--- src/hdl/bit_core_pkg.sv ---
package bit_core_pkg;

   // data and memory geometry
   localparam int xlen        = 32;
   localparam int line_words  = 4;
   localparam int ram_lines   = 64;
   localparam int line_addr_w = 6;
   localparam int line_w      = line_words * xlen;

   // major opcodes
   localparam logic [6:0] op_imm = 7'b0010011;
   localparam logic [6:0] op_reg = 7'b0110011;
   localparam logic [6:0] op_lui = 7'b0110111;
   localparam logic [6:0] op_jal = 7'b1101111;

   // funct7 groups, base and Zba/Zbb/Zbs
   localparam logic [6:0] f7_base = 7'b0000000;
   localparam logic [6:0] f7_alt  = 7'b0100000;
   localparam logic [6:0] f7_zba  = 7'b0010000;
   localparam logic [6:0] f7_rot  = 7'b0110000;
   localparam logic [6:0] f7_zext = 7'b0000100;
   localparam logic [6:0] f7_bclr = 7'b0100100;
   localparam logic [6:0] f7_binv = 7'b0110100;
   localparam logic [6:0] f7_bset = 7'b0010100;

   // full imm12 of the fixed-pattern unary ops
   localparam logic [11:0] imm12_orc_b = 12'h287;
   localparam logic [11:0] imm12_rev8  = 12'h698;

   typedef enum logic [5:0] {
      op_nop, op_addi, op_xori, op_andi, op_ori, op_load_upper,
      op_add, op_sub, op_xor, op_or, op_and, op_jump,
      op_sh1add, op_sh2add, op_sh3add, op_andn, op_orn, op_xnor,
      op_clz, op_ctz, op_cpop, op_sext_b, op_sext_h, op_zext_h, op_rev8, op_orc_b,
      op_rol, op_ror, op_rori, op_bclr, op_bclri, op_bext, op_bexti,
      op_binv, op_binvi, op_bset, op_bseti
   } bmu_op_e;

   typedef struct packed {
      logic [6:0] funct7;
      logic [4:0] rs2;
      logic [4:0] rs1;
      logic [2:0] funct3;
      logic [4:0] rd;
      logic [6:0] opcode;
   } r_fmt_s;

   typedef struct packed {
      logic [11:0] imm12;
      logic [4:0]  rs1;
      logic [2:0]  funct3;
      logic [4:0]  rd;
      logic [6:0]  opcode;
   } i_fmt_s;

   // one instruction word, two field layouts
   typedef union packed {
      r_fmt_s r_fmt;
      i_fmt_s i_fmt;
   } inst_u;

   typedef struct packed {
      bmu_op_e          op;
      logic [4:0]       rd;
      logic [4:0]       rs1;
      logic [4:0]       rs2;
      logic [xlen-1:0]  imm;
      logic             use_imm;
      logic             writes_rd;
      logic             illegal;
   } dec_s;

   typedef struct packed {
      logic [xlen-1:0] pc;
      logic [4:0]      rd;
      logic [xlen-1:0] value;
   } retire_s;

   typedef struct packed {
      logic [line_addr_w-1:0] addr;
      logic [line_w-1:0]      line;
   } load_s;

endpackage

--- src/hdl/inst_decoder.sv ---
module inst_decoder (
   input  bit_core_pkg::inst_u inst,
   output bit_core_pkg::dec_s  dec
);

   logic [31:0] word;
   logic [6:0]  f7;
   logic [2:0]  f3;
   logic [4:0]  shamt;

   assign word  = inst;
   assign f7    = inst.r_fmt.funct7;
   assign f3    = inst.r_fmt.funct3;
   // shift-immediate forms carry the amount in the rs2 slot
   assign shamt = inst.r_fmt.rs2;

   always_comb begin
      dec.op        = bit_core_pkg::op_nop;
      dec.rd        = inst.r_fmt.rd;
      dec.rs1       = inst.r_fmt.rs1;
      dec.rs2       = inst.r_fmt.rs2;
      dec.imm       = {{20{inst.i_fmt.imm12[11]}}, inst.i_fmt.imm12};
      dec.use_imm   = 1'b0;
      dec.writes_rd = 1'b1;
      dec.illegal   = 1'b0;
      case (inst.r_fmt.opcode)
         bit_core_pkg::op_imm: begin
            dec.use_imm = 1'b1;
            case (f3)
               3'b000: dec.op = bit_core_pkg::op_addi;
               3'b100: dec.op = bit_core_pkg::op_xori;
               3'b111: dec.op = bit_core_pkg::op_andi;
               3'b110: dec.op = bit_core_pkg::op_ori;
               3'b001: begin
                  dec.imm = {27'd0, shamt};
                  if (f7 == bit_core_pkg::f7_rot) begin
                     // unary Zbb group, selected by rs2
                     case (shamt)
                        5'd0:    dec.op = bit_core_pkg::op_clz;
                        5'd1:    dec.op = bit_core_pkg::op_ctz;
                        5'd2:    dec.op = bit_core_pkg::op_cpop;
                        5'd4:    dec.op = bit_core_pkg::op_sext_b;
                        5'd5:    dec.op = bit_core_pkg::op_sext_h;
                        default: dec.illegal = 1'b1;
                     endcase
                  end else if (f7 == bit_core_pkg::f7_bclr) begin
                     dec.op = bit_core_pkg::op_bclri;
                  end else if (f7 == bit_core_pkg::f7_binv) begin
                     dec.op = bit_core_pkg::op_binvi;
                  end else if (f7 == bit_core_pkg::f7_bset) begin
                     dec.op = bit_core_pkg::op_bseti;
                  end else begin
                     dec.illegal = 1'b1;
                  end
               end
               3'b101: begin
                  dec.imm = {27'd0, shamt};
                  // orc.b and rev8 match on the whole imm12
                  if (inst.i_fmt.imm12 == bit_core_pkg::imm12_orc_b) begin
                     dec.op = bit_core_pkg::op_orc_b;
                  end else if (inst.i_fmt.imm12 == bit_core_pkg::imm12_rev8) begin
                     dec.op = bit_core_pkg::op_rev8;
                  end else if (f7 == bit_core_pkg::f7_rot) begin
                     dec.op = bit_core_pkg::op_rori;
                  end else if (f7 == bit_core_pkg::f7_bclr) begin
                     dec.op = bit_core_pkg::op_bexti;
                  end else begin
                     dec.illegal = 1'b1;
                  end
               end
               default: dec.illegal = 1'b1;
            endcase
         end
         bit_core_pkg::op_reg: begin
            case ({f7, f3})
               {bit_core_pkg::f7_base, 3'b000}: dec.op = bit_core_pkg::op_add;
               {bit_core_pkg::f7_base, 3'b100}: dec.op = bit_core_pkg::op_xor;
               {bit_core_pkg::f7_base, 3'b110}: dec.op = bit_core_pkg::op_or;
               {bit_core_pkg::f7_base, 3'b111}: dec.op = bit_core_pkg::op_and;
               {bit_core_pkg::f7_alt,  3'b000}: dec.op = bit_core_pkg::op_sub;
               {bit_core_pkg::f7_alt,  3'b111}: dec.op = bit_core_pkg::op_andn;
               {bit_core_pkg::f7_alt,  3'b110}: dec.op = bit_core_pkg::op_orn;
               {bit_core_pkg::f7_alt,  3'b100}: dec.op = bit_core_pkg::op_xnor;
               {bit_core_pkg::f7_zba,  3'b010}: dec.op = bit_core_pkg::op_sh1add;
               {bit_core_pkg::f7_zba,  3'b100}: dec.op = bit_core_pkg::op_sh2add;
               {bit_core_pkg::f7_zba,  3'b110}: dec.op = bit_core_pkg::op_sh3add;
               {bit_core_pkg::f7_rot,  3'b001}: dec.op = bit_core_pkg::op_rol;
               {bit_core_pkg::f7_rot,  3'b101}: dec.op = bit_core_pkg::op_ror;
               {bit_core_pkg::f7_bclr, 3'b001}: dec.op = bit_core_pkg::op_bclr;
               {bit_core_pkg::f7_bclr, 3'b101}: dec.op = bit_core_pkg::op_bext;
               {bit_core_pkg::f7_binv, 3'b001}: dec.op = bit_core_pkg::op_binv;
               {bit_core_pkg::f7_bset, 3'b001}: dec.op = bit_core_pkg::op_bset;
               {bit_core_pkg::f7_zext, 3'b100}: begin
                  // zext.h only with rs2 zero
                  if (shamt == 5'd0) dec.op = bit_core_pkg::op_zext_h;
                  else dec.illegal = 1'b1;
               end
               default: dec.illegal = 1'b1;
            endcase
         end
         bit_core_pkg::op_lui: begin
            dec.op  = bit_core_pkg::op_load_upper;
            dec.imm = {word[31:12], 12'd0};
         end
         bit_core_pkg::op_jal: begin
            dec.op  = bit_core_pkg::op_jump;
            // J immediate, bit 0 always zero
            dec.imm = {{12{word[31]}}, word[19:12], word[20], word[30:21], 1'b0};
         end
         default: dec.illegal = 1'b1;
      endcase
      // unknown encodings turn into a nop without a write
      if (dec.illegal) begin
         dec.op        = bit_core_pkg::op_nop;
         dec.writes_rd = 1'b0;
      end
   end

endmodule

--- config.mk ---
export PLATFORM = sky130hd
export DESIGN_NAME = inst_decoder
export DESIGN_NICKNAME = d
export VERILOG_FILES = /design/src/hdl/bit_core_pkg.sv /design/src/hdl/inst_decoder.sv
export SDC_FILE = /design/constraint.sdc
export NUM_CORES = 1
export LEC_CHECK = 0
export ABC_AREA = 1
export BUFFER_PORTS_ARGS = -buffer_cell sky130_fd_sc_hd__buf_2
export CORE_MARGIN = 2
export CORE_UTILIZATION = 45
export DETAILED_ROUTE_END_ITERATION = 7
export PLACE_DENSITY_LB_ADDON = 0.3
export SLEW_MARGIN = 20
export SYNTH_ARGS = -nofsm -noshare
export SYNTH_HDL_FRONTEND = slang
export SYNTH_SLANG_ARGS = --single-unit
--- constraint.sdc ---
create_clock -name vclk -period 1.6
set_input_delay 0.32 -clock vclk [all_inputs]
set_output_delay 0.32 -clock vclk [all_outputs]
set_load 0.01 [all_outputs]
==> results of run 1 <==
[kinds of logic after synthesis]
kind of cell / synth area share
AND/OR/NAND/NOR: 0.6913
buffers and inverters: 0.2004
AO/OA/AOI/OAI: 0.1083
[per-stage QoR]
stage,hold WS [ns],std cells,area (um2)
after floorplan,0.7318,275,1308
after global placement,0.6401,424,2043
after detailed placement,0.6401,424,2043
after CTS,0.6401,435,2349
[repair_timing]
item	4_1_cts
gates cloned	2
buffers inserted	9
endpoints found under the setup margin	35
pin swaps	26
gates resized for setup	81
[Yosys cell counts]
cell	count	area, um2
clkbuf_1	1	3.750
nand3_2	2	20.02
nor2_2	6	37.54
nand2_1	73	274.0
a21oi_1	1	5.000
o21ai_0	21	105.1
nor2_4	4	45.04
nor2_1	52	195.2
inv_1	28	105.1
clkinv_2	1	5.000
buf_4	16	120.1
nand3_1	35	175.2
a21oi_2	1	8.760
o21ai_2	2	17.52
nand4_2	1	12.51
and2_1	1	6.260
nand2_2	8	50.05
inv_2	6	22.52
nor3_1	5	25.02
o21ai_1	1	5.000
nand4_1	8	50.05
nand2_4	1	11.26
buf_2	1	5.000
==> out/results.ini, run 1 <==
[synth]
syn_area_um2=1305
synthCells=275
synth.distinct_cells=23
postSynthNetCount=307
seq_area_frac_synth=0
syn_avg_cell_area_um2=4.745
yosys_warnings=0

[floorplan]
pin_count=88
die_width_um=57.85
dieHeight_um=57.85
initial_core_util=0.4732
rows=19

[sta]
grt_worst_setup_endpoint=dec[1]
worstEpCategory=output port

[placed_design]
dp_slack_ns=-0.3253
io_buffers=78
place.gp.congestion=0.9341
dpl.hpwl_um=4302

[run_status]
lastStage=5_1_grt
status=aborted with a tool error
firstError=[ERROR DPL-0038] Utilization greater than 100%, impossible to legalize

[global_routing]
grt_max_degree=12

[clock_network]
cts_hold_buf=0

==> run 2, diff against run 1 <==
--- a/config.mk
+++ b/config.mk
@@ -8,9 +8,9 @@
 export ABC_AREA = 1
 export BUFFER_PORTS_ARGS = -buffer_cell sky130_fd_sc_hd__buf_2
 export CORE_MARGIN = 2
-export CORE_UTILIZATION = 45
+export CORE_UTILIZATION = 30
 export DETAILED_ROUTE_END_ITERATION = 7
-export PLACE_DENSITY_LB_ADDON = 0.3
+export PLACE_DENSITY_LB_ADDON = 0.15
 export SLEW_MARGIN = 20
 export SYNTH_ARGS = -nofsm -noshare
 export SYNTH_HDL_FRONTEND = slang
==> run 2 against run 1 <==
Against the previous run:
- the flow now finishes, with violations (setup timing)
- synthesized cell count did not move
- area after synthesis unchanged
==> out/results.ini, run 2 <==
[floorplan]
rows=23  ; +4
core_area_um2=4086
pin_count=88  ; unchanged
die_width_um=69.96  ; +21%
initial_core_util=0.3194  ; -0.1539
die_area_um2=4894
dieHeight_um=69.96  ; +21%

[critical_path]
worstPathArrival_ns=1.54
end_kind=primary output
worstSetupStartpointType=input port
required_ns=1.28
crit_type=in2out
crit_fanout=6

[sta]
period_minus_slack_ns=1.865
whs_ns=0.6400
finalSetupViolations=35
post-route-period-util=1.166
max_slew_margin=0.8443
tns_ns=-6.793
timing.final.ws_setup_ns=-0.2649
timing.final.hold_violations=0
worst_pin_slew_ns=0.2328
max_freq_mhz=536.2
drv_slew=0
rsz0062_at_grt=yes

[synth]
yosys_warnings=0  ; unchanged
synthTopCellsByArea=nand2_1, nor2_1, nand3_1
synth.distinct_cells=23  ; unchanged
syn_area_um2=1305  ; unchanged
post-synth-top-count-cell=nand2_1
postSynthNetCount=307  ; unchanged
synthCells=275  ; unchanged
netlist.area_leader.share=0.2100  ; unchanged
synth_top_cell_by_area=nand2_1
seq_area_frac_synth=0  ; unchanged
netlist_top_cells_count=nand2_1, nor2_1, nand3_1
syn_avg_cell_area_um2=4.745  ; unchanged

[hold_path]
holdPathStages=0
holdCritPathClass=in2out

[power]
power_density_nw_per_um2=190.4
ir_drop_mv=0.1302
power.leakage_nw=1.429

[cells_and_area]
diodes=0
final_nets=437
register_area_um2=0
mostFrequentLayoutCells=buf_4, buf_2, nand2_1, nor2_1, nand3_1
final.clkbuf_count=0
syn2layout_area_growth_pct=105.0
final_common_cell=buf_4
drive_gt1_frac=0.6625
design.seq.count=0
n_fill_cell=366

[placed_design]
dpl.hpwl_um=4401  ; +2.3%
io_buffers=78  ; unchanged
dp_slack_ns=-0.3238  ; +0.001514 ns
place.gp.congestion=0.9044  ; -3.2%

[global_routing]
antenna_found_initial=0
gr-usage-met3=0.01732
use_met2=0.3968
grt_first_pass_wirelength_um=9163
met1_usage=0.2718
grt_max_degree=11
gr-total-overflow=0
gr-max-usage-layer=met2
grtUsageTotal=0.2166
grt_pass1_vias=2156

[run_status]
violations=setup timing
status=complete, but fails checks

[route]
routed_wirelength_um=6203
drt_pass1_iterations=4
drtIter0Drc=82
drc=0
vias_per_cell=4.998
via_count=2264
ant_nets=0
wl_per_cell_um=13.69

[run]
cap_violations=0

[clock_network]
cts_hold_buf=0  ; unchanged

==> run 2: report_power, final <==
| part | internal (W) | switching (W) | total, W |
|---|---|---|---|
| Sequential | 0 | 0 | 0 |
| Clock | 0 | 0 | 0 |
| Combinational | 0.000225 | 0.000285 | 0.000509 |
| Total | 0.000225 | 0.000285 | 0.000509 |
==> run 2: worst paths after layout <==
check,start,slack [ns],endpoint
setup / recovery,inst[3],-0.26,dec[15]
hold / removal,inst[7],0.64,dec[45]
==> run 2: cells by family (layout without fill, tap and decap cells) <==
kind of cell	after synthesis	after routing	synth area share
AND/OR/NAND/NOR	196	197	0.6913
buffers and inverters	53	180	0.2004
AO/OA/AOI/OAI	26	26	0.1083
==> run 2: metal layers <==
metal,wire (um),vias up
met5,0,-
met4,154,0
met3,328,12
met2,3171,75
met1,2549,1043
li1,-,1134
==> run 2: per-stage QoR <==
step / instances / cell area, um2 / total power (W) / util
floorplan: 275 / 1308 / 0.0001915 / -
detailed placement: 442 / 2059 / 0.0003663 / 0.5040
CTS: 450 / 2430 / 0.0004457 / 0.5946
global route: 453 / 2675 / 0.0005437 / 0.6546
finish: 453 / 2675 / 0.0005094 / 0.6546
global placement: 442 / 2059 / 0.0003652 / 0.5040
==> run 2: worst max-delay path, stage by stage <==
cell        delay, ns
buf_6            0.08
inv_4            0.03
buf_6            0.11
nor3_4           0.18
nand2_2          0.10
nand2_2          0.10
clkinvlp_4       0.19
buf_6            0.17
o21ai_2          0.11
buf_2            0.17
==> run 2: timing repair <==
action	in CTS	in global routing
resized for setup	115	59
cloned	1	0
setup endpoints to repair	35	37
pin swaps	36	23
buffers inserted	7	4
==> run 2: layout make-up <==
type,count,area (um2),share of cell area
timing repair buffer,145,1012,0.3784
tap,50,62.56,0.02339
multi-input combinational,223,1453,0.5430
inverter,35,147.6,0.05519
(Power assumes the default switching activity.)
