## src/hdl/bit_core_pkg.sv

```systemverilog
package bit_core_pkg;

   // data and memory geometry
   localparam int xlen        = 32;
   localparam int line_words  = 4;
   localparam int ram_lines   = 64;
   localparam int line_addr_w = 6;
   localparam int line_w      = line_words * xlen;

   // major opcodes
   localparam logic [6:0] op_imm = 7'b0010011;
   localparam logic [6:0] op_reg = 7'b0110011;
   localparam logic [6:0] op_lui = 7'b0110111;
   localparam logic [6:0] op_jal = 7'b1101111;

   // funct7 groups, base and Zba/Zbb/Zbs
   localparam logic [6:0] f7_base = 7'b0000000;
   localparam logic [6:0] f7_alt  = 7'b0100000;
   localparam logic [6:0] f7_zba  = 7'b0010000;
   localparam logic [6:0] f7_rot  = 7'b0110000;
   localparam logic [6:0] f7_zext = 7'b0000100;
   localparam logic [6:0] f7_bclr = 7'b0100100;
   localparam logic [6:0] f7_binv = 7'b0110100;
   localparam logic [6:0] f7_bset = 7'b0010100;

   // full imm12 of the fixed-pattern unary ops
   localparam logic [11:0] imm12_orc_b = 12'h287;
   localparam logic [11:0] imm12_rev8  = 12'h698;

   typedef enum logic [5:0] {
      op_nop, op_addi, op_xori, op_andi, op_ori, op_load_upper,
      op_add, op_sub, op_xor, op_or, op_and, op_jump,
      op_sh1add, op_sh2add, op_sh3add, op_andn, op_orn, op_xnor,
      op_clz, op_ctz, op_cpop, op_sext_b, op_sext_h, op_zext_h, op_rev8, op_orc_b,
      op_rol, op_ror, op_rori, op_bclr, op_bclri, op_bext, op_bexti,
      op_binv, op_binvi, op_bset, op_bseti
   } bmu_op_e;

   typedef struct packed {
      logic [6:0] funct7;
      logic [4:0] rs2;
      logic [4:0] rs1;
      logic [2:0] funct3;
      logic [4:0] rd;
      logic [6:0] opcode;
   } r_fmt_s;

   typedef struct packed {
      logic [11:0] imm12;
      logic [4:0]  rs1;
      logic [2:0]  funct3;
      logic [4:0]  rd;
      logic [6:0]  opcode;
   } i_fmt_s;

   // one instruction word, two field layouts
   typedef union packed {
      r_fmt_s r_fmt;
      i_fmt_s i_fmt;
   } inst_u;

   typedef struct packed {
      bmu_op_e          op;
      logic [4:0]       rd;
      logic [4:0]       rs1;
      logic [4:0]       rs2;
      logic [xlen-1:0]  imm;
      logic             use_imm;
      logic             writes_rd;
      logic             illegal;
   } dec_s;

   typedef struct packed {
      logic [xlen-1:0] pc;
      logic [4:0]      rd;
      logic [xlen-1:0] value;
   } retire_s;

   typedef struct packed {
      logic [line_addr_w-1:0] addr;
      logic [line_w-1:0]      line;
   } load_s;

endpackage

```

## src/hdl/fetch_unit.sv

```systemverilog
module fetch_unit (
   input  logic                                 clk,
   input  logic                                 reset,
   input  logic                                 run,
   input  logic [bit_core_pkg::xlen-1:0]        next_pc,
   input  logic                                 advance,
   output logic [bit_core_pkg::line_addr_w-1:0] rd_addr,
   input  logic [bit_core_pkg::line_w-1:0]      rd_line,
   output bit_core_pkg::inst_u                  inst,
   output logic [bit_core_pkg::xlen-1:0]        pc,
   output logic                                 inst_valid,
   output logic                                 halted
);

   // high in the execute half of an instruction
   logic execute;

   // 16-byte lines, so the line index starts at pc bit 4
   assign rd_addr = pc[bit_core_pkg::line_addr_w+3:4];

   // word 0 sits in the low 32 bits of the line
   assign inst = rd_line[pc[3:2]*bit_core_pkg::xlen +: bit_core_pkg::xlen];

   assign inst_valid = execute;

   always_ff @(posedge clk) begin
      if (reset) begin
         pc      <= '0;
         execute <= 1'b0;
         halted  <= 1'b0;
      end else if (execute) begin
         // execute phase always completes, back to request
         execute <= 1'b0;
         if (advance) begin
            pc <= next_pc;
            // jump to itself means stop
            if (next_pc == pc) begin
               halted <= 1'b1;
            end
         end
      end else if (run && !halted) begin
         // request phase, line read is in flight
         execute <= 1'b1;
      end
   end

endmodule

```

## config.mk

```make
export PLATFORM = sky130hd
export DESIGN_NAME = fetch_unit
export DESIGN_NICKNAME = d
export VERILOG_FILES = /design/src/hdl/bit_core_pkg.sv /design/src/hdl/fetch_unit.sv
export SDC_FILE = /design/constraint.sdc
export NUM_CORES = 1
export LEC_CHECK = 0
export ABC_AREA = 1
export BUFFER_PORTS_ARGS = -buffer_cell sky130_fd_sc_hd__buf_2
export CAP_MARGIN = 40
export CORE_AREA = 2 2 91 93
export CTS_CLUSTER_DIAMETER = 120
export DETAILED_ROUTE_END_ITERATION = 16
export DIE_AREA = 0 0 93 95
export GPL_ROUTABILITY_DRIVEN = 0
export PLACE_DENSITY = 0.73
export SYNTH_ARGS = -nofsm -noshare
export SYNTH_HDL_FRONTEND = slang
export SYNTH_SLANG_ARGS = --single-unit
```

## constraint.sdc

```tcl
create_clock -name clk -period 1.4 [get_ports clk]
set_input_delay 0.42 -clock clk [delete_from_list [all_inputs] [get_ports clk]]
set_output_delay 0.42 -clock clk [all_outputs]
set_load 0.05 [all_outputs]
```

; Word-level counts from Yosys, hierarchy flattened
; Index checks and enable logic that the tools add are counted.
[totals]
regBits = 34
in_bits = 164
output_inout_bits = 72
wordCells = 11
[op_classes]
eq_ne = 1
shift = 1
n_mux = 1
n_reduce_logical = 5
[ops]
columns = cell, count
row1 = $shiftx A128 B8 Y32, 1
row2 = $eq A32 B32 Y1, 1
row3 = $reduce_and A3 Y1, 1
row4 = $reduce_and A2 Y1, 1
row5 = $reduce_or A2 Y1, 1
row6 = $logic_and A1 B1 Y1, 1
row7 = $logic_not A1 Y1, 1
row8 = $mux W1, 1

; Longest topological paths before layout
; Gate-level depths: netlist of the first run.
[logic_depth]
word_depth = 3
depth_mapped = 10
ltp_nobuf = 10

; Worst setup path before layout of the first run
; No wires, ideal clock.
[synth_timing]
path_kind = register -> output
start = register pc[2] in the netlist's numbering
end = output inst[12] in the netlist's numbering
arrival_ns = 2.028
t_required_ns = 0.980
setup_slack_ns = -1.048
path_stages_with_launch = 5
cell_sequence = dfxtp_1 -> buf_4 -> clkbuf_1 -> nor2_1 -> o22ai_1
[synth_lines]
columns = element, line
row1 = from (decl), fetch_unit.sv:10  ; output logic [bit_core_pkg::xlen-1:0] pc,
row2 = from (signal assigned), fetch_unit.sv:35  ; pc <= next_pc;
row3 = to (decl), fetch_unit.sv:9  ; output bit_core_pkg::inst_u inst,

==> results of run 1 <==
==> worst paths after layout <==
path / start / endpoint / slack, ns / cells after the start
max: pc[2]$_SDFFE_PP0P_ / inst[16] / -0.46 / 4
min: run / inst_valid$_SDFF_PP0_ / 0.35 / 3
max reg2reg: pc[3]$_SDFFE_PP0P_ / halted$_SDFFE_PP0P_ / -0.06 / 11
min reg2reg: inst_valid$_SDFF_PP0_ / inst_valid$_SDFF_PP0_ / 0.43 / 1
==> worst min-delay path, stage by stage <==
cell and delay (ns):
buf_2 0.09, nand2_1 0.05, nor3_1 0.03
==> per-layer routing <==
layer | part of all wire | up-vias | global-route usage
met4 | 0.037 | 0 | 0.0907
met5 | 0 | - | 0
met2 | 0.51 | 174 | 0.404
li1 | - | 1914 | -
met1 | 0.39 | 1790 | 0.263
met3 | 0.063 | 42 | 0.0391
==> sequential cells by signal (all words and copies together) (netlist names) <==
signal and flops:
pc 32, halted 1, inst_valid 1
==> cells in the mapped netlist <==
master	number	area [um^2]
a21oi_2	1	8.76
nand4_1	6	37.5
clkbuf_1	14	52.6
o21ai_1	6	30.0
o21ai_0	61	305
o22ai_1	32	200
inv_2	2	7.51
inv_1	37	139
xnor2_1	12	105
nand3_1	1	5.00
nand2_2	1	6.26
nand2_1	74	278
dfxtp_1	34	681
buf_2	9	45.0
a21oi_1	11	55.1
buf_6	6	67.6
buf_4	7	52.6
nor2_1	100	375
a211oi_2	1	12.5
nor3_1	1	5.00
a211oi_1	20	150
==> cells by family after synthesis <==
family          count (synthesis)
compound gates                132
buf+inv                        75
xor+xnor                       12
flops                          34
simple gates                  183
==> metrics by stage <==
stage / std cells / cell area [um^2]
after floorplan: 436 / 3120
after global placement: 759 / 4410
after detailed placement: 759 / 4410
after CTS: 770 / 4870
after global routing: 777 / 5220
final: 777 / 5220
==> repair_timing <==
action                     4_1_cts  5_1_grt
pin swaps                        0        4
setup buffers                    3        3
cloned                           0        4
gates resized for setup        135       69
setup endpoints to repair       38       42
hold buffers                     0        0
==> final cells by class <==
cell class	instances	share of cell area
flip-flops and latches	34	0.132
inverters	39	0.0300
repair buffers	264	0.350
clock buffers	7	0.0146
clock inverters	1	0.00575
multi-input cells	327	0.442
well taps	105	0.0252
==> power by group through the flow <==
stage | registers [mW] | clock network (mW) | logic, mW
floorplan | 1.21 | 0 | 1.04
global placement | 1.06 | 0 | 1.64
detailed placement | 1.07 | 0 | 1.67
CTS | 1.05 | 0.918 | 1.88
global route | 1.05 | 0.957 | 2.12
finish | 1.05 | 0.894 | 2.01
==> impl_metrics.env, run 1 <==
export IMPL_fmax_mhz=537
export IMPL_area_delta_synth_final_pct=99.3
export IMPL_internal_power_mw=2.35
export IMPL_drt_iter0_drc=92
export IMPL_final_cell_mix="buf_2, nand2_1, nor2_1"
export IMPL_cp_max_fo=20
export IMPL_slowest_stage="dfxtp_4"
export IMPL_dp_final_hpwl_mm=7.99
export IMPL_p_sw_mw=1.60
export IMPL_dr_pass1_iters=4
export IMPL_worstPathCellList="buf_12, o21ai_0, o22ai_4, buf_6"
export IMPL_numClockSinks=34
export IMPL_fin_tns_setup_ns=-13.47
export IMPL_p_seq_frac=0.265
export IMPL_clk_path_buf_depth=2
export IMPL_critPathRequiredTime_ns=0.98
export IMPL_muxShareOfSynthArea=0
export IMPL_die_h_um=95
export IMPL_grt_ovfl_total=0
export IMPL_grt_max_degree=40
export IMPL_via_count=3920
export IMPL_pre_cts_ws_ns=-0.277
export IMPL_final_common_cell="buf_2"
export IMPL_slew_viol_final=0
export IMPL_fin_util=0.658
export IMPL_postSynthNetCount=600
export IMPL_ys_ff_latch=34
export IMPL_drive_gt1_frac=0.560
export IMPL_cts_buffers=5
export IMPL_num_rows=33
export IMPL_ant_nets=0
export IMPL_p_leak_nw=2.41
export IMPL_setup_violations=35
export IMPL_synth_compound_area_frac=0.291
export IMPL_htreeDepth=2
export IMPL_violations="negative setup slack"
export IMPL_drc_errors=0
export IMPL_multi_input_area_mm2=0.00231
export IMPL_slew_headroom=0.690
export IMPL_grt_pass1_wl_mm=16.0
export IMPL_power_frac_comb=0.509
export IMPL_seq_area_um2=691
export IMPL_tightest_slew_ns=0.464
export IMPL_clockPowerShare=0.226
export IMPL_yosys_warnings=0
export IMPL_core_area_mm2=0.00793
export IMPL_outcome="complete, but fails checks"
export IMPL_critical_path_arrival_ns=1.44
export IMPL_cp_end_kind="output port"
export IMPL_grt_usage=0.224
export IMPL_synth_xor_area_share=0.0401
export IMPL_post_route_worst_setup_slack_ns=-0.461
export IMPL_syn_area_per_cell_um2=6.01
export IMPL_antenna_cells=0
export IMPL_worst_path_buf_inv=2
export IMPL_cp_start_kind="flip-flop"
export IMPL_max_cap_violations=0
export IMPL_rsz0062_at_grt="yes"
export IMPL_fin_crit_ns=1.86
export IMPL_nets=835
export IMPL_ios=236
export IMPL_hold_viol=0
export IMPL_peakVddDrop_v=0.000626
export IMPL_grt_pass1_vias=3500
export IMPL_synthAdderAreaFrac=0
export IMPL_synth_simple_area_share=0.270
export IMPL_antenna_found_initial=0
export IMPL_synth_area_mm2=0.00262
export IMPL_post_drt_wl_per_cell_um=15.2
export IMPL_path_delay_family="compound AO/OA/AOI/OAI gates"
export IMPL_synth_top_family_by_area="compound AO/OA/AOI/OAI gates"
export IMPL_powerDensity_mw_per_mm2=758
export IMPL_cts_tree="built"
export IMPL_vias_per_cell=5.05
export IMPL_netlist_instances=436
export IMPL_die_area_mm2=0.00884
export IMPL_io_buffers=235
export IMPL_swShare=0.406
export IMPL_clk_latency_ns=0.29
export IMPL_critPathKind="flip-flop to output port"
export IMPL_finClkSkew_ns=0.00819
export IMPL_drt_wl_total_mm=11.8
export IMPL_hold_slack_ns=0.346
export IMPL_min_delay_path_class="primary input to flip-flop"
export IMPL_yosysUniqueCellTypes=21
export IMPL_num_fill_cells=668
export IMPL_p_total_mw=3.96
export IMPL_worst_path_largest_cell_delay_ns=0.39
export IMPL_cts_root_buf="clkbuf_8"
export IMPL_dieWidth_um=93
export IMPL_ys_seq_area_frac=0.260
export IMPL_cts_clk_slew_worst_paths_ns=0.07
export IMPL_finalCritPeriodShare=1.33
export IMPL_start_util=0.330
No activity file was read; power rests on OpenSTA's default activity.
==> inputs of run 2 (changes only) <==
MAX_ROUTING_LAYER = met4   (was not set)
==> impl_metrics.env, run 2 (synthesis gave the netlist of run 1 again) <==
export IMPL_start_util=0.330
export IMPL_area_delta_synth_final_pct=99.3
export IMPL_worst_path_largest_cell_delay_ns=0.39
export IMPL_drive_gt1_frac=0.558
export IMPL_path_delay_family="compound AO/OA/AOI/OAI gates"
export IMPL_cts_buffers=5
export IMPL_dr_pass1_iters=4
export IMPL_hold_start="run"
export IMPL_finalCritPeriodShare=1.33
export IMPL_reg2reg_from="pc[3]$_SDFFE_PP0P_"
export IMPL_max_cap_violations=0
export IMPL_grt_pass1_vias=3494
export IMPL_drt_iter0_drc=102
export IMPL_die_h_um=95
export IMPL_vias_per_cell=5.05
export IMPL_grt_usage=0.231
export IMPL_powerDensity_mw_per_mm2=757
export IMPL_final_common_cell="buf_2"
export IMPL_num_rows=33
export IMPL_power_frac_comb=0.509
export IMPL_cts_clk_slew_worst_paths_ns=0.07
export IMPL_finClkSkew_ns=0.00574
export IMPL_internal_power_mw=2.35
export IMPL_swShare=0.405
export IMPL_htreeDepth=2
export IMPL_clk_latency_ns=0.28
export IMPL_dp_final_hpwl_mm=7.99
export IMPL_fmax_mhz=538
export IMPL_r2r_end="halted$_SDFFE_PP0P_"
export IMPL_fin_crit_ns=1.86
export IMPL_r2r_setup_slack_ns=-0.06
export IMPL_num_fill_cells=670
export IMPL_ctsHoldBuffers=0
export IMPL_rsz0062_at_grt="yes"
export IMPL_grt_max_degree=40
export IMPL_critPathKind="flip-flop to output port"
export IMPL_violations="negative setup slack"
export IMPL_critPathRequiredTime_ns=0.98
export IMPL_grt_ovfl_total=0
export IMPL_ios=236
export IMPL_cts_tree="built"
export IMPL_worstHoldEndpoint="inst_valid$_SDFF_PP0_"
export IMPL_drt_wl_total_mm=11.8
export IMPL_worst_path_buf_inv=2
export IMPL_fin_util=0.658
export IMPL_hold_viol=0
export IMPL_top_register="pc"
export IMPL_dieWidth_um=93
export IMPL_hold_depth=3
export IMPL_io_buffers=235
export IMPL_largest_reg_flops=32
export IMPL_slew_headroom=0.691
export IMPL_cp_end_kind="output port"
export IMPL_via_count=3922
export IMPL_critical_path_arrival_ns=1.44
export IMPL_drc_errors=0
export IMPL_nets=835
export IMPL_p_sw_mw=1.60
export IMPL_ant_nets=0
export IMPL_final_cell_mix="buf_2, nand2_1, nor2_1"
export IMPL_clockPowerShare=0.225
export IMPL_clk_path_buf_depth=2
export IMPL_post_drt_wl_per_cell_um=15.2
export IMPL_setup_violations=35
export IMPL_cp_start_kind="flip-flop"
export IMPL_min_delay_path_class="primary input to flip-flop"
export IMPL_p_leak_nw=2.41
export IMPL_post_route_worst_setup_slack_ns=-0.458
export IMPL_tightest_slew_ns=0.463
export IMPL_die_area_mm2=0.00884
export IMPL_slew_viol_final=0
export IMPL_hold_slack_ns=0.350
export IMPL_p_seq_frac=0.265
export IMPL_antenna_cells=0
export IMPL_numClockSinks=34
export IMPL_worstPathCellList="buf_12, o21ai_0, o22ai_4, buf_6"
export IMPL_antenna_found_initial=0
export IMPL_core_area_mm2=0.00793
export IMPL_slowest_stage="dfxtp_4"
export IMPL_grt_pass1_wl_mm=16.0
export IMPL_outcome="complete, but fails checks"
export IMPL_cts_root_buf="clkbuf_8"
export IMPL_cp_max_fo=20
export IMPL_reg2reg_depth=11
export IMPL_peakVddDrop_v=0.000613
==> run 2: cell type report <==
type | count | area, um^2 | area share
clock buffers | 7 | 76.3 | 0.0146
multi-input cells | 327 | 2300 | 0.441
repair buffers | 264 | 1830 | 0.351
well taps | 105 | 131 | 0.0252
inverters | 39 | 156 | 0.0300
flip-flops and latches | 34 | 691 | 0.132
clock inverters | 1 | 30.0 | 0.00575
==> run 2: how the worst max path moves through the flow <==
stage                             from       end  slack (ns)  cells past startpoint
floorplan           pc[2]$_SDFFE_PP0P_  inst[22]       -0.28                      6
global placement    pc[3]$_SDFFE_PP0P_   inst[0]       -0.26                      4
detailed placement  pc[2]$_SDFFE_PP0P_  inst[25]       -0.28                      5
CTS                 pc[2]$_SDFFE_PP0P_  inst[24]       -0.45                      5
global route        pc[2]$_SDFFE_PP0P_  inst[18]       -0.50                      5
finish              pc[2]$_SDFFE_PP0P_  inst[16]       -0.46                      4
==> run 2: power groups by stage <==
stage / Sequential (mW) / Combinational (mW) / Clock (mW)
floorplan: 1.21 / 1.04 / 0
global placement: 1.06 / 1.64 / 0
detailed placement: 1.07 / 1.67 / 0
CTS: 1.05 / 1.88 / 0.918
global route: 1.05 / 2.12 / 0.961
finish: 1.05 / 2.01 / 0.891
==> run 2: tightest hold or removal path: cells and delay by family <==
kind,cells,cell delay (ns)
AND/OR/NAND/NOR,2,0.08
buffers and inverters,1,0.09
==> run 2: routing by layer <==
metal | vias up | wire length (um) | global-route usage
met1 | 1792 | 4630 | 0.265
met4 | 0 | 495 | 0.0944
met2 | 171 | 5950 | 0.403
met3 | 44 | 723 | 0.0383
met5 | - | 0 | -
li1 | 1915 | - | -
==> run 2: per-stage QoR <==
step | cell area [um^2] | instances | worst slack, ns | power, mW | TNS [ns]
after global placement | 4410 | 759 | -0.260 | 2.71 | -6.71
after global routing | 5220 | 777 | -0.504 | 4.14 | -15.89
after CTS | 4870 | 770 | -0.448 | 3.84 | -13.50
final | 5220 | 777 | -0.458 | 3.95 | -13.45
after detailed placement | 4410 | 759 | -0.277 | 2.73 | -7.46
after floorplan | 3120 | 436 | -0.278 | 2.25 | -8.59
==> run 2: timing repair <==
action                     4_1_cts  5_1_grt
gates resized for setup        135       69
setup endpoints to repair       38       43
pin swaps                        0        4
buffers inserted                 3        3
cloned                           0        4
